### config.mk
export PLATFORM = sky130hd
export DESIGN_NAME = motion_core
export DESIGN_NICKNAME = d
export VERILOG_FILES = /design/src/motion_pkg.sv /design/src/motion_core.sv /design/src/step_generator.sv /design/src/move_fifo.sv /design/src/command_fsm.sv /design/src/spi_word_port.sv
export SDC_FILE = /design/constraint.sdc
export NUM_CORES = 1
export LEC_CHECK = 0
export ABC_CLOCK_PERIOD_IN_PS = 6400
export BUFFER_PORTS_ARGS = -buffer_cell sky130_fd_sc_hd__buf_2
export CORE_ASPECT_RATIO = 0.75
export CORE_MARGIN = 5
export CORE_UTILIZATION = 30
export DETAILED_ROUTE_END_ITERATION = 16
export GPL_ROUTABILITY_DRIVEN = 0
export SYNTH_ARGS = -nofsm -noshare
export SYNTH_HDL_FRONTEND = slang
export SYNTH_SLANG_ARGS = --single-unit
### constraint.sdc
create_clock -name buffered_clk -period 6.4 [get_ports buffered_clk]
set_clock_uncertainty 0.2 [all_clocks]
set_input_delay 1.28 -clock buffered_clk [delete_from_list [all_inputs] [get_ports buffered_clk]]
set_output_delay 1.28 -clock buffered_clk [all_outputs]
set_load 0.1 [all_outputs]
### src/motion_pkg.sv
// Motion controller shared types
package motion_pkg;

  localparam int num_motors = 2;
  localparam int word_bits  = 64;
  localparam int acc_bits   = 16;  // DDA accumulator and increment
  localparam int dur_bits   = 16;  // Move length in ticks
  localparam int op_bits    = 8;
  localparam int free_bits  = 4;

  // Command word field positions
  localparam int op_lsb   = 56;
  localparam int mask_lsb = 48;  // Dir for moves, enable mask otherwise
  localparam int inc0_lsb = 32;
  localparam int inc1_lsb = 16;
  localparam int dur_lsb  = 0;

  typedef enum logic [op_bits-1:0] {
    op_nop    = 8'h00,
    op_enable = 8'h01,
    op_move   = 8'h02,
    op_clear  = 8'h03   // Clears overflow and completed-move count
  } opcode_t;

  typedef struct packed {
    logic [num_motors-1:0] dir;
    logic [acc_bits-1:0]   inc0;
    logic [acc_bits-1:0]   inc1;
    logic [dur_bits-1:0]   duration;
  } move_t;

  // Status word shifted out on every transfer
  typedef struct packed {
    logic [op_bits-1:0]    last_op;
    logic [39:0]           rsvd;
    logic [7:0]            moves_done;
    logic [free_bits-1:0]  free_slots;
    logic                  overflow;
    logic                  busy;
    logic [num_motors-1:0] enable;
  } status_t;

endpackage
### src/motion_core.sv
// Two-axis motion controller top
`timescale 1ns/1ps

module motion_core #(
  parameter int buffer_depth = 8,
  parameter int tick_divisor = 4
) (
  input  logic                              buffered_clk,
  input  logic                              resetn_in,
  input  logic                              sck,
  input  logic                              cs_n,
  input  logic                              copi,
  output logic                              cipo,
  output logic [motion_pkg::num_motors-1:0] step,
  output logic [motion_pkg::num_motors-1:0] dir,
  output logic [motion_pkg::num_motors-1:0] enable_out,
  output logic                              buffer_dtr,
  output logic                              move_done
);
  import motion_pkg::*;

  logic [7:0]           resetn_counter;
  logic                 resetn;
  logic [word_bits-1:0] rx_word;
  logic                 rx_valid;
  status_t              tx_word;
  logic                 push;
  move_t                push_move;
  logic                 full;
  logic                 empty;
  logic [free_bits-1:0] free_slots;
  logic                 move_req;
  logic                 move_ack;
  move_t                head_move;
  logic                 running;
  logic                 move_complete;

  // Internal reset releases once the counter saturates
  assign resetn = &resetn_counter;

  always_ff @(posedge buffered_clk) begin
    if (!resetn_in) begin
      resetn_counter <= '0;
    end else begin
      resetn_counter <= resetn_counter + {7'd0, ~resetn};
    end
  end

  assign buffer_dtr = ~full;
  assign move_done  = empty & ~running;  // Nothing queued and idle

  spi_word_port port_inst (
    .buffered_clk (buffered_clk),
    .resetn       (resetn),
    .sck          (sck),
    .cs_n         (cs_n),
    .copi         (copi),
    .tx_word      (tx_word),
    .cipo         (cipo),
    .rx_word      (rx_word),
    .rx_valid     (rx_valid)
  );

  command_fsm fsm_inst (
    .buffered_clk  (buffered_clk),
    .resetn        (resetn),
    .rx_word       (rx_word),
    .rx_valid      (rx_valid),
    .full          (full),
    .free_slots    (free_slots),
    .move_complete (move_complete),
    .running       (running),
    .tx_word       (tx_word),
    .push          (push),
    .push_move     (push_move),
    .enable_out    (enable_out)
  );

  move_fifo #(
    .buffer_depth (buffer_depth)
  ) fifo_inst (
    .buffered_clk (buffered_clk),
    .resetn       (resetn),
    .push         (push),
    .push_move    (push_move),
    .move_req     (move_req),
    .full         (full),
    .empty        (empty),
    .free_slots   (free_slots),
    .move_ack     (move_ack),
    .head_move    (head_move)
  );

  step_generator #(
    .tick_divisor (tick_divisor)
  ) gen_inst (
    .buffered_clk  (buffered_clk),
    .resetn        (resetn),
    .move_ack      (move_ack),
    .head_move     (head_move),
    .move_req      (move_req),
    .step          (step),
    .dir           (dir),
    .running       (running),
    .move_complete (move_complete)
  );

endmodule

### src/step_generator.sv
// DDA step pulse generator
`timescale 1ns/1ps

module step_generator #(
  parameter int tick_divisor = 4
) (
  input  logic                              buffered_clk,
  input  logic                              resetn,
  input  logic                              move_ack,
  input  motion_pkg::move_t                 head_move,
  output logic                              move_req,
  output logic [motion_pkg::num_motors-1:0] step,
  output logic [motion_pkg::num_motors-1:0] dir,
  output logic                              running,
  output logic                              move_complete
);
  import motion_pkg::*;

  localparam int tick_bits = $clog2(tick_divisor) + 1;

  typedef enum logic [1:0] {
    request,
    wait_release,
    run
  } state_t;

  state_t               state;
  logic [tick_bits-1:0] tick_cnt;
  logic                 tick;
  logic [dur_bits-1:0]  remaining;
  logic [acc_bits-1:0]  inc [num_motors];
  logic [acc_bits-1:0]  acc [num_motors];
  logic [acc_bits:0]    acc_sum [num_motors];

  assign move_req = state == request;
  assign running  = state != request;
  assign tick     = (state == run) && (tick_cnt == tick_bits'(tick_divisor - 1));

  // Last tick of a move, or a zero-length move right after the handshake
  assign move_complete = (tick && remaining == dur_bits'(1)) ||
                         (state == wait_release && !move_ack && remaining == '0);

  always_comb begin
    for (int i = 0; i < num_motors; i++) begin
      acc_sum[i] = {1'b0, acc[i]} + {1'b0, inc[i]};
      step[i]    = tick & acc_sum[i][acc_bits];  // Carry out gives a step
    end
  end

  always_ff @(posedge buffered_clk) begin
    if (state == request && move_ack) begin
      inc[0] <= head_move.inc0;
      inc[1] <= head_move.inc1;
      for (int i = 0; i < num_motors; i++) begin
        acc[i] <= '0;
      end
    end else if (tick) begin
      for (int i = 0; i < num_motors; i++) begin
        acc[i] <= acc_sum[i][acc_bits-1:0];
      end
    end
  end

  always_ff @(posedge buffered_clk) begin
    if (!resetn) begin
      state     <= request;
      tick_cnt  <= '0;
      remaining <= '0;
      dir       <= '0;
    end else begin
      case (state)
        request: begin
          if (move_ack) begin
            dir       <= head_move.dir;  // Held through the move
            remaining <= head_move.duration;
            tick_cnt  <= '0;
            state     <= wait_release;
          end
        end
        wait_release: begin
          if (!move_ack) begin
            state <= (remaining == '0) ? request : run;
          end
        end
        run: begin
          if (tick) begin
            tick_cnt  <= '0;
            remaining <= remaining - 1'b1;
            if (remaining == dur_bits'(1)) begin
              state <= request;
            end
          end else begin
            tick_cnt <= tick_cnt + 1'b1;
          end
        end
        default: state <= request;
      endcase
    end
  end

endmodule

### src/move_fifo.sv
// Move buffer with handshake pop
`timescale 1ns/1ps

module move_fifo #(
  parameter int buffer_depth = 8
) (
  input  logic                             buffered_clk,
  input  logic                             resetn,
  input  logic                             push,
  input  motion_pkg::move_t                push_move,
  input  logic                             move_req,
  output logic                             full,
  output logic                             empty,
  output logic [motion_pkg::free_bits-1:0] free_slots,
  output logic                             move_ack,
  output motion_pkg::move_t                head_move
);
  import motion_pkg::*;

  localparam int ptr_bits = (buffer_depth > 1) ? $clog2(buffer_depth) : 1;
  localparam int cnt_bits = $clog2(buffer_depth + 1);

  move_t               mem [buffer_depth];
  logic [ptr_bits-1:0] wr_ptr;
  logic [ptr_bits-1:0] rd_ptr;
  logic [cnt_bits-1:0] count;
  logic                push_ok;
  logic                pop;

  function automatic logic [ptr_bits-1:0] next_ptr(input logic [ptr_bits-1:0] ptr);
    next_ptr = (ptr == ptr_bits'(buffer_depth - 1)) ? '0 : ptr + 1'b1;
  endfunction

  assign full       = count == cnt_bits'(buffer_depth);
  assign empty      = count == '0;
  assign free_slots = free_bits'(buffer_depth - count);
  assign head_move  = mem[rd_ptr];
  assign push_ok    = push & ~full;     // Dropped when full
  assign pop        = move_ack & ~move_req;  // Fourth phase

  always_ff @(posedge buffered_clk) begin
    if (push_ok) begin
      mem[wr_ptr] <= push_move;
    end
  end

  always_ff @(posedge buffered_clk) begin
    if (!resetn) begin
      wr_ptr   <= '0;
      rd_ptr   <= '0;
      count    <= '0;
      move_ack <= 1'b0;
    end else begin
      if (push_ok) begin
        wr_ptr <= next_ptr(wr_ptr);
      end
      if (pop) begin
        rd_ptr <= next_ptr(rd_ptr);
      end
      case ({push_ok, pop})
        2'b10:   count <= count + 1'b1;
        2'b01:   count <= count - 1'b1;
        default: ;
      endcase
      // Ack only with a valid head, drop once req is released
      if (!move_ack && move_req && !empty) begin
        move_ack <= 1'b1;
      end else if (pop) begin
        move_ack <= 1'b0;
      end
    end
  end

endmodule

### src/command_fsm.sv
// Command decoder and status builder
`timescale 1ns/1ps

module command_fsm (
  input  logic                              buffered_clk,
  input  logic                              resetn,
  input  logic [motion_pkg::word_bits-1:0]  rx_word,
  input  logic                              rx_valid,
  input  logic                              full,
  input  logic [motion_pkg::free_bits-1:0]  free_slots,
  input  logic                              move_complete,
  input  logic                              running,
  output motion_pkg::status_t               tx_word,
  output logic                              push,
  output motion_pkg::move_t                 push_move,
  output logic [motion_pkg::num_motors-1:0] enable_out
);
  import motion_pkg::*;

  typedef enum logic [1:0] {
    idle,
    decode,
    respond
  } state_t;

  state_t               state;
  logic [word_bits-1:0] cmd_word;
  opcode_t              op;
  logic [op_bits-1:0]   last_op;
  logic [7:0]           moves_done;
  logic                 overflow;

  assign op = opcode_t'(cmd_word[op_lsb +: op_bits]);

  // Held stable from capture until the next word arrives
  always_ff @(posedge buffered_clk) begin
    if (state == idle && rx_valid) begin
      cmd_word <= rx_word;
    end
  end

  // Move fields straight out of the command word
  always_comb begin
    push_move.dir      = cmd_word[mask_lsb +: num_motors];
    push_move.inc0     = cmd_word[inc0_lsb +: acc_bits];
    push_move.inc1     = cmd_word[inc1_lsb +: acc_bits];
    push_move.duration = cmd_word[dur_lsb +: dur_bits];
  end

  always_ff @(posedge buffered_clk) begin
    if (!resetn) begin
      state      <= idle;
      push       <= 1'b0;
      enable_out <= '0;
      last_op    <= op_nop;
      moves_done <= '0;
      overflow   <= 1'b0;
    end else begin
      push <= 1'b0;
      if (move_complete) begin
        moves_done <= moves_done + 8'd1;  // Wraps
      end
      case (state)
        idle: begin
          if (rx_valid) begin
            state <= decode;
          end
        end
        decode: begin
          case (op)
            op_enable: enable_out <= cmd_word[mask_lsb +: num_motors];
            op_move: begin
              if (full) begin
                overflow <= 1'b1;   // Move is lost
              end else begin
                push <= 1'b1;
              end
            end
            op_clear: begin
              overflow   <= 1'b0;
              moves_done <= '0;
            end
            default: ;
          endcase
          state <= respond;
        end
        respond: begin
          last_op <= op;  // Echoed in the next transfer
          state   <= idle;
        end
        default: state <= idle;
      endcase
    end
  end

  // Live counters so a later read sees current progress
  always_comb begin
    tx_word            = '0;
    tx_word.last_op    = last_op;
    tx_word.moves_done = moves_done;
    tx_word.free_slots = free_slots;
    tx_word.overflow   = overflow;
    tx_word.busy       = running;
    tx_word.enable     = enable_out;
  end

endmodule

### src/spi_word_port.sv
// SPI word slave port
`timescale 1ns/1ps

module spi_word_port (
  input  logic                             buffered_clk,
  input  logic                             resetn,
  input  logic                             sck,
  input  logic                             cs_n,
  input  logic                             copi,
  input  motion_pkg::status_t              tx_word,
  output logic                             cipo,
  output logic [motion_pkg::word_bits-1:0] rx_word,
  output logic                             rx_valid
);
  import motion_pkg::*;

  localparam int cnt_bits = $clog2(word_bits) + 1;

  logic [2:0]           sck_s;
  logic [2:0]           cs_s;
  logic [1:0]           copi_s;
  logic                 sck_rise;
  logic                 sck_fall;
  logic                 cs_rise;
  logic                 cs_fall;
  logic                 selected;
  logic [word_bits-1:0] rx_shift;
  logic [word_bits-1:0] tx_shift;
  logic [cnt_bits-1:0]  bit_cnt;
  logic [2:0]           valid_pipe;

  // Edges seen on the second sync stage
  assign sck_rise = sck_s[1] & ~sck_s[2];
  assign sck_fall = ~sck_s[1] & sck_s[2];
  assign cs_rise  = cs_s[1] & ~cs_s[2];
  assign cs_fall  = ~cs_s[1] & cs_s[2];
  assign selected = ~cs_s[1];

  assign cipo     = tx_shift[word_bits-1];  // MSB first
  assign rx_valid = valid_pipe[2];

  always_ff @(posedge buffered_clk) begin
    if (!resetn) begin
      sck_s  <= '0;
      cs_s   <= '1;   // Deselected
      copi_s <= '0;
    end else begin
      sck_s  <= {sck_s[1:0], sck};
      cs_s   <= {cs_s[1:0], cs_n};
      copi_s <= {copi_s[0], copi};
    end
  end

  always_ff @(posedge buffered_clk) begin
    if (!resetn) begin
      bit_cnt    <= '0;
      valid_pipe <= '0;
    end else begin
      if (cs_fall) begin
        bit_cnt <= '0;
      end else if (selected && sck_rise && bit_cnt != cnt_bits'(word_bits)) begin
        bit_cnt <= bit_cnt + 1'b1;  // Saturates at a full word
      end
      // Three-stage delay from CS rise to rx_valid
      valid_pipe <= {valid_pipe[1:0], cs_rise && bit_cnt == cnt_bits'(word_bits)};
    end
  end

  always_ff @(posedge buffered_clk) begin
    if (selected && sck_rise) begin
      rx_shift <= {rx_shift[word_bits-2:0], copi_s[1]};
    end
    if (cs_fall) begin
      tx_shift <= tx_word;   // Status snapshot for this transfer
    end else if (selected && sck_fall) begin
      tx_shift <= {tx_shift[word_bits-2:0], 1'b0};
    end
    if (cs_rise) begin
      rx_word <= rx_shift;
    end
  end

endmodule

# Word level (Yosys, flattened, before mapping)
# Memory sizes are Yosys's and may differ from the RTL's. A register that Yosys moved wholly into a read port is not among the register bits.
# Index checks and enable logic that the tools add are counted.
totals:
  regBits: 338
  ramBits: 464
  input_bits: 5
  output_inout_bits: 9
  word_cells: 153
  memories: 3
memory_table:
  columns: ["name", "depth", "word_bits", "rd", "rd_ports_with_merged_regs", "write_ports", "line", "rtl"]
  rows:
  - ["fifo_inst.mem", 8, 50, 1, 1, 1, "move_fifo.sv:23", "move_t mem [buffer_depth];"]
  - ["gen_inst.acc", 2, 16, 2, 0, 2, "step_generator.sv:32", "logic [acc_bits-1:0] acc [num_motors];"]
  - ["gen_inst.inc", 2, 16, 2, 0, 2, "step_generator.sv:31", "logic [acc_bits-1:0] inc [num_motors];"]
op_classes:
  n_addsub: 12
  n_eq_ne: 22
  n_mux: 38
  bitwise: 19
  n_reduce_logical: 34
ops:
  columns: ["cell", "n"]
  rows:
  - ["64-bit 2-to-1 mux", 2]
  - ["16-bit 2-to-1 mux", 4]
  - ["16-bit by 16-bit adder with 17-bit output", 2]
  - ["16-bit case mux with 2 select lines", 1]
  - ["8-bit 2-to-1 mux", 3]
  - ["3-bit 2-to-1 mux", 6]
  - ["16-bit by 1-bit == test with 1-bit output, second input constant", 1]
  - ["8-bit by 2-bit == test with 1-bit output, second input constant", 2]
  - ["16-bit logical NOT", 1]
  - ["16-bit by 1-bit subtractor with 16-bit output, second input constant", 1]
  - ["1-bit logical AND", 12]
  - ["2-bit 2-to-1 mux", 6]
  - ["2-bit nonzero test", 6]
  - ["1-bit 2-to-1 mux", 11]
  - ["10-bit AND reduction", 1]
  - ["3-bit by 1-bit adder with 3-bit output, second input constant", 3]
  - ["1-bit bitwise AND", 9]
  - ["8-bit by 1-bit adder with 8-bit output", 1]
  - ["8-bit by 1-bit adder with 8-bit output, second input constant", 1]
  - ["8-bit by 1-bit == test with 1-bit output, second input constant", 1]
  - ["2-bit inequality test, second input constant", 4]
  - ["1-bit NOT", 8]
  - ["4-bit case mux with 2 select lines", 1]
  - ["8-bit AND reduction", 1]
  - ["25 further kinds", 37]

# Depth between registers and ports, before layout
depth:
  ltp_word: 7
  depth_mapped: 12

# By module
# Synthesis repeated with hierarchy kept, for this count alone.
unflattened:
  cells_unflattened: 1882
  hier_area_um2: 31999.4
modules_own_cells:
  columns: ["mod", "instances", "cells_each", "area_each_um2", "seq_area_each_um2"]
  rows:
  - ["move_fifo", 1, 667, 16166.8, 12291.8]
  - ["spi_word_port", 1, 471, 7241.9, 6125.9]
  - ["step_generator", 1, 461, 4847.1, 2382.3]
  - ["command_fsm", 1, 245, 3378.2, 2182.1]
  - ["motion_core", 1, 38, 365.4, 160.2]

# Least setup slack after synthesis
# No wires, ideal clock.
synth_timing:
  path_type: "reg-to-reg"
  from: "register fifo_inst.count[1]"
  to: "memory fifo_inst.mem[0][0] (netlist name) (enable)"
  setup_ps: 584
  t_arrival_ps: 6916
  setup_slack_ps: -1300
  path_stages_with_launch: 7
  period_less_slack_ps: 7700
  path_cell_list: "dfxtp_1 -> clkbuf_1 -> inv_1 -> ha_1 -> nand3b_1 -> nand2_1 -> nor4_1"
synth_between:
  elab_chain_cells: 5
synth_lines:
  columns: ["element", "line", "rtl"]
  rows:
  - ["start, declared", "move_fifo.sv:26", "logic [cnt_bits-1:0] count;"]
  - ["start signal, assigned", "move_fifo.sv:61", "2'b10: count <= count + 1'b1;"]
  - ["start signal, assigned", "move_fifo.sv:62", "2'b01: count <= count - 1'b1;"]
  - ["4-bit == test", "move_fifo.sv:34", "assign full = count == cnt_bits'(buffer_depth);"]
  - ["1-bit NOT", null, null]
  - ["net buffer_dtr", "motion_core.sv:17", "output logic buffer_dtr,"]
  - ["1-bit bitwise AND", "move_fifo.sv:38", "assign push_ok = push & ~full;"]
  - ["1-bit 2-to-1 mux", "move_fifo.sv:42", "if (push_ok) begin"]
  - ["1-bit 2-to-1 mux (not written as such)", "move_fifo.sv:43", "mem[wr_ptr] <= push_move;"]
  - ["end, declared", "move_fifo.sv:23", null]
# The timed path passes the listed nets, and every way through them passes these cells.

==> flow_metrics.py <==
metrics = {
    "clock_network": {
        "numCtsBuffers": 82,
        "clock_latency_ns": 0.62,
        "ctsHoldBuffers": 0,
        "ctsLongestPathBuffers": 3,
        "cts_setup_buffers": 0,
        "htreeDepth": 3,
        "cts_tree": "done",
        "clk_pin_slew_ns": 0.06,
        "cts-root-buf": "clkbuf_16",
        "cts.sinks": 793,
        "postCtsResizedCells": 0,
    },
    "route": {
        "drc": 0,
        "wl_mm": 58.62,
        "postRouteAntennaNets": 0,
        "routedWlPerCell_um": 18.29,
        "drtPass1Iterations": 6,
        "initialDrtViolationCount": 1371,
        "post_drt_via_cell_ratio": 4.760,
        "vias": 15260,
    },
    "floorplan": {
        "die-height_um": 284.6,
        "core_area_sq_um": 99470,
        "num_rows": 100,
        "dieArea_sq_um": 107000,
        "die_x_um": 376.1,
        "initial_core_util": 0.3031,
        "io_pins": 14,
    },
    "sta": {
        "fin_setup_tns_ns": 0,
        "hold_violations": 0,
        "finalCritPeriodShare": 0.7287,
        "fin_ws_ns": 1.736,
        "rsz0062_at_grt": "false",
        "whs_ns": 0.2025,
        "setup_violations": 0,
        "worst_pin_slew_ns": 1.161,
        "max_freq_mhz": 214.4,
        "max_slew_margin": 0.2250,
        "fin_crit_ns": 4.664,
        "slew_viol_final": 0,
    },
    "yosys": {
        "yosys.area_share.xor_xnor": 0.01075,
        "syn_area_per_cell_sq_um": 17.12,
        "ys.flop_type": "edfxtp_1",
        "ys_ff_latch": 793,
        "synth-compound-area-share": 0.05295,
        "synth_top_family_by_area": "multiplexers",
        "synth.cell_area_sq_um": 30150,
        "synth-simple-area-share": 0.05947,
        "ys_top_cells_by_count": "668 x edfxtp_1, 126 x nand2_1, 125 x dfxtp_1",
        "ys_async_sr_fraction": 0,
        "synth_edf_count": 668,
        "synth_area_leaders": "edfxtp_1 67%, dfxtp_1 8.3%, mux4_2 6.6%, ha_1 2.0%, mux2_2 1.7%",
        "synth_top_area_cell": "edfxtp_1",
        "yosys-mux-area-fraction": 0.09486,
        "yosysSeqAreaShare": 0.7483,
        "ys_types": 69,
        "yosysWarnings": 0,
        "syn-instance-count": 1761,
        "synth_top_area_frac": 0.6653,
        "syn_nets": 1816,
        "synth.most_common_cell": "edfxtp_1",
        "yosys.area_share.adder": 0.02125,
    },
    "power": {
        "switching_power_uw": 1948,
        "cellLeakagePower_uw": 0.008304,
        "p_seq_frac": 0.544,
        "ir_drop_uv": 161.8,
        "p_comb_frac": 0,
        "p_total_uw": 10150,
        "intPower_uw": 8198,
        "sw_frac_of_total": 0.1920,
        "clock_power_share": 0.456,
        "power_density_nw_per_um2": 293.8,
    },
    "grt": {
        "grt_start_max_net_pins": 74,
        "grt_pass1_wl_mm": 92.01,
        "antenna_found_initial": 0,
        "grt-ovfl-total": 0,
        "grt.total_usage": 0.1086,
        "grt_pass1_vias": 15660,
    },
    "critical_path": {
        "cp.arrival_ns": 3.18,
        "worst-setup-path-type": "reg2out",
        "cp-start-kind": "register",
        "cp.required_ns": 4.92,
        "path_max_fanout": 5,
        "cp-end-kind": "output pin",
    },
    "placed_design": {
        "dp.cells": 3054,
        "hpwl_mm": 32.00,
        "port_buffers": 13,
        "pre_cts_ws_ns": 2.364,
    },
    "flow_run": {
        "drv_cap": 0,
    },
    "layout": {
        "finalNetCount": 1867,
        "fin_cells": 3206,
        "drive_gt1_frac": 0.1734,
        "insertedDiodeCount": 0,
        "area_delta_synth_final_pct": 14.53,
    },
    "run_status": {
        "status": "finished, final reports clean",
    },
    "hold_path": {
        "hp-class": "reg2reg",
    },
}
## layer usage
metal / track usage / routed length [um] / up-vias
met2: 0.1743 / 27510 / 320
met3: 0.02018 / 2420 / 86
met5: 0 / 0 / -
met4: 0.02866 / 1062 / 0
li1: - / - / 6978
met1: 0.1524 / 27640 / 7876
## metrics by stage
step / utilization / instance area, sq um
floorplan: - / 30160
global placement: 0.3206 / 31890
detailed placement: 0.3206 / 31890
CTS: 0.3472 / 34530
global route: 0.3472 / 34530
finish: 0.3472 / 34530
## cells in the final DEF, fill, tap and decap left out, drive strengths merged, types with 24 or more instances in the layout
master,netlist,layout
nor2,89,89
buf,21,39
clkbuf,51,108
a21oi,94,94
edfxtp,668,668
mux2,46,46
ha,48,48
nand2,127,127
nor3,24,24
clkinv,0,31
mux4,88,88
dfxtp,125,125
o21ai,43,43
mux2i,36,36
## power by group through the flow
stage               Combinational [uW]  Clock, uW  Sequential [uW]
finish                            5.05       4620             5520
global route                      6.16       4990             5510
CTS                               5.32       4750             5520
detailed placement                5.31          0             5630
global placement                  4.91          0             5630
floorplan                         2.78          0             5630
## critical path, cell delays in order (launching register included)
cell	delay (ns)
edfxtp_1	0.36
ha_1	0.24
fa_1	0.47
a21o_1	0.19
a21oi_1	0.31
o21a_1	0.24
o31a_1	0.22
o21ai_1	0.09
o211a_1	0.14
buf_2	0.30
## final timing paths
kind                                          start                     to  slack, ns  cells past startpoint
worst min-delay path            port_inst.copi_s[1]  port_inst.rx_shift[0]       0.20                      0
worst max register to register   fifo_inst.count[0]   fifo_inst.mem[7][11]       3.06                      6
worst min register to register  port_inst.copi_s[1]  port_inst.rx_shift[0]       0.20                      0
worst max-delay path            gen_inst.inc[0][16]                step[1]       1.74                      9
## final cells by class
type / instances / area [sq um]
clock buffer: 108 / 2273
clock inverter: 44 / 372.9
fill: 9269 / 64940
inverter: 21 / 78.83
multi-input combinational: 875 / 7306
sequential: 793 / 22570
tap: 1326 / 1659
timing repair buffer: 39 / 272.8
## registers in the layout, summed over array words and instances (netlist names), 3 cells and up, named ones only
register	cells
fifo_inst.mem	400
port_inst.cs_s	3
port_inst.rx_shift	64
fsm_inst.cmd_word	58
gen_inst.inc	32
port_inst.tx_shift	64
fifo_inst.wr_ptr	3
gen_inst.tick_cnt	3
resetn_counter	8
port_inst.rx_word	58
port_inst.valid_pipe	3
fifo_inst.rd_ptr	3
port_inst.bit_cnt	7
fsm_inst.moves_done	8
fsm_inst.last_op	8
gen_inst.remaining	16
gen_inst.acc	32
fifo_inst.count	4
port_inst.sck_s	3
## cell families after synthesis
| kind of cell | after synthesis |
|---|---|
| adder cells (fa/ha/maj) | 50 |
| AND/OR/NAND/NOR | 368 |
| multiplexers | 170 |
| XOR/XNOR | 37 |
| flip-flops | 793 |
| AO/OA/AOI/OAI | 250 |
| buffers and inverters | 93 |
No activity file was read; power rests on OpenSTA's default activity.
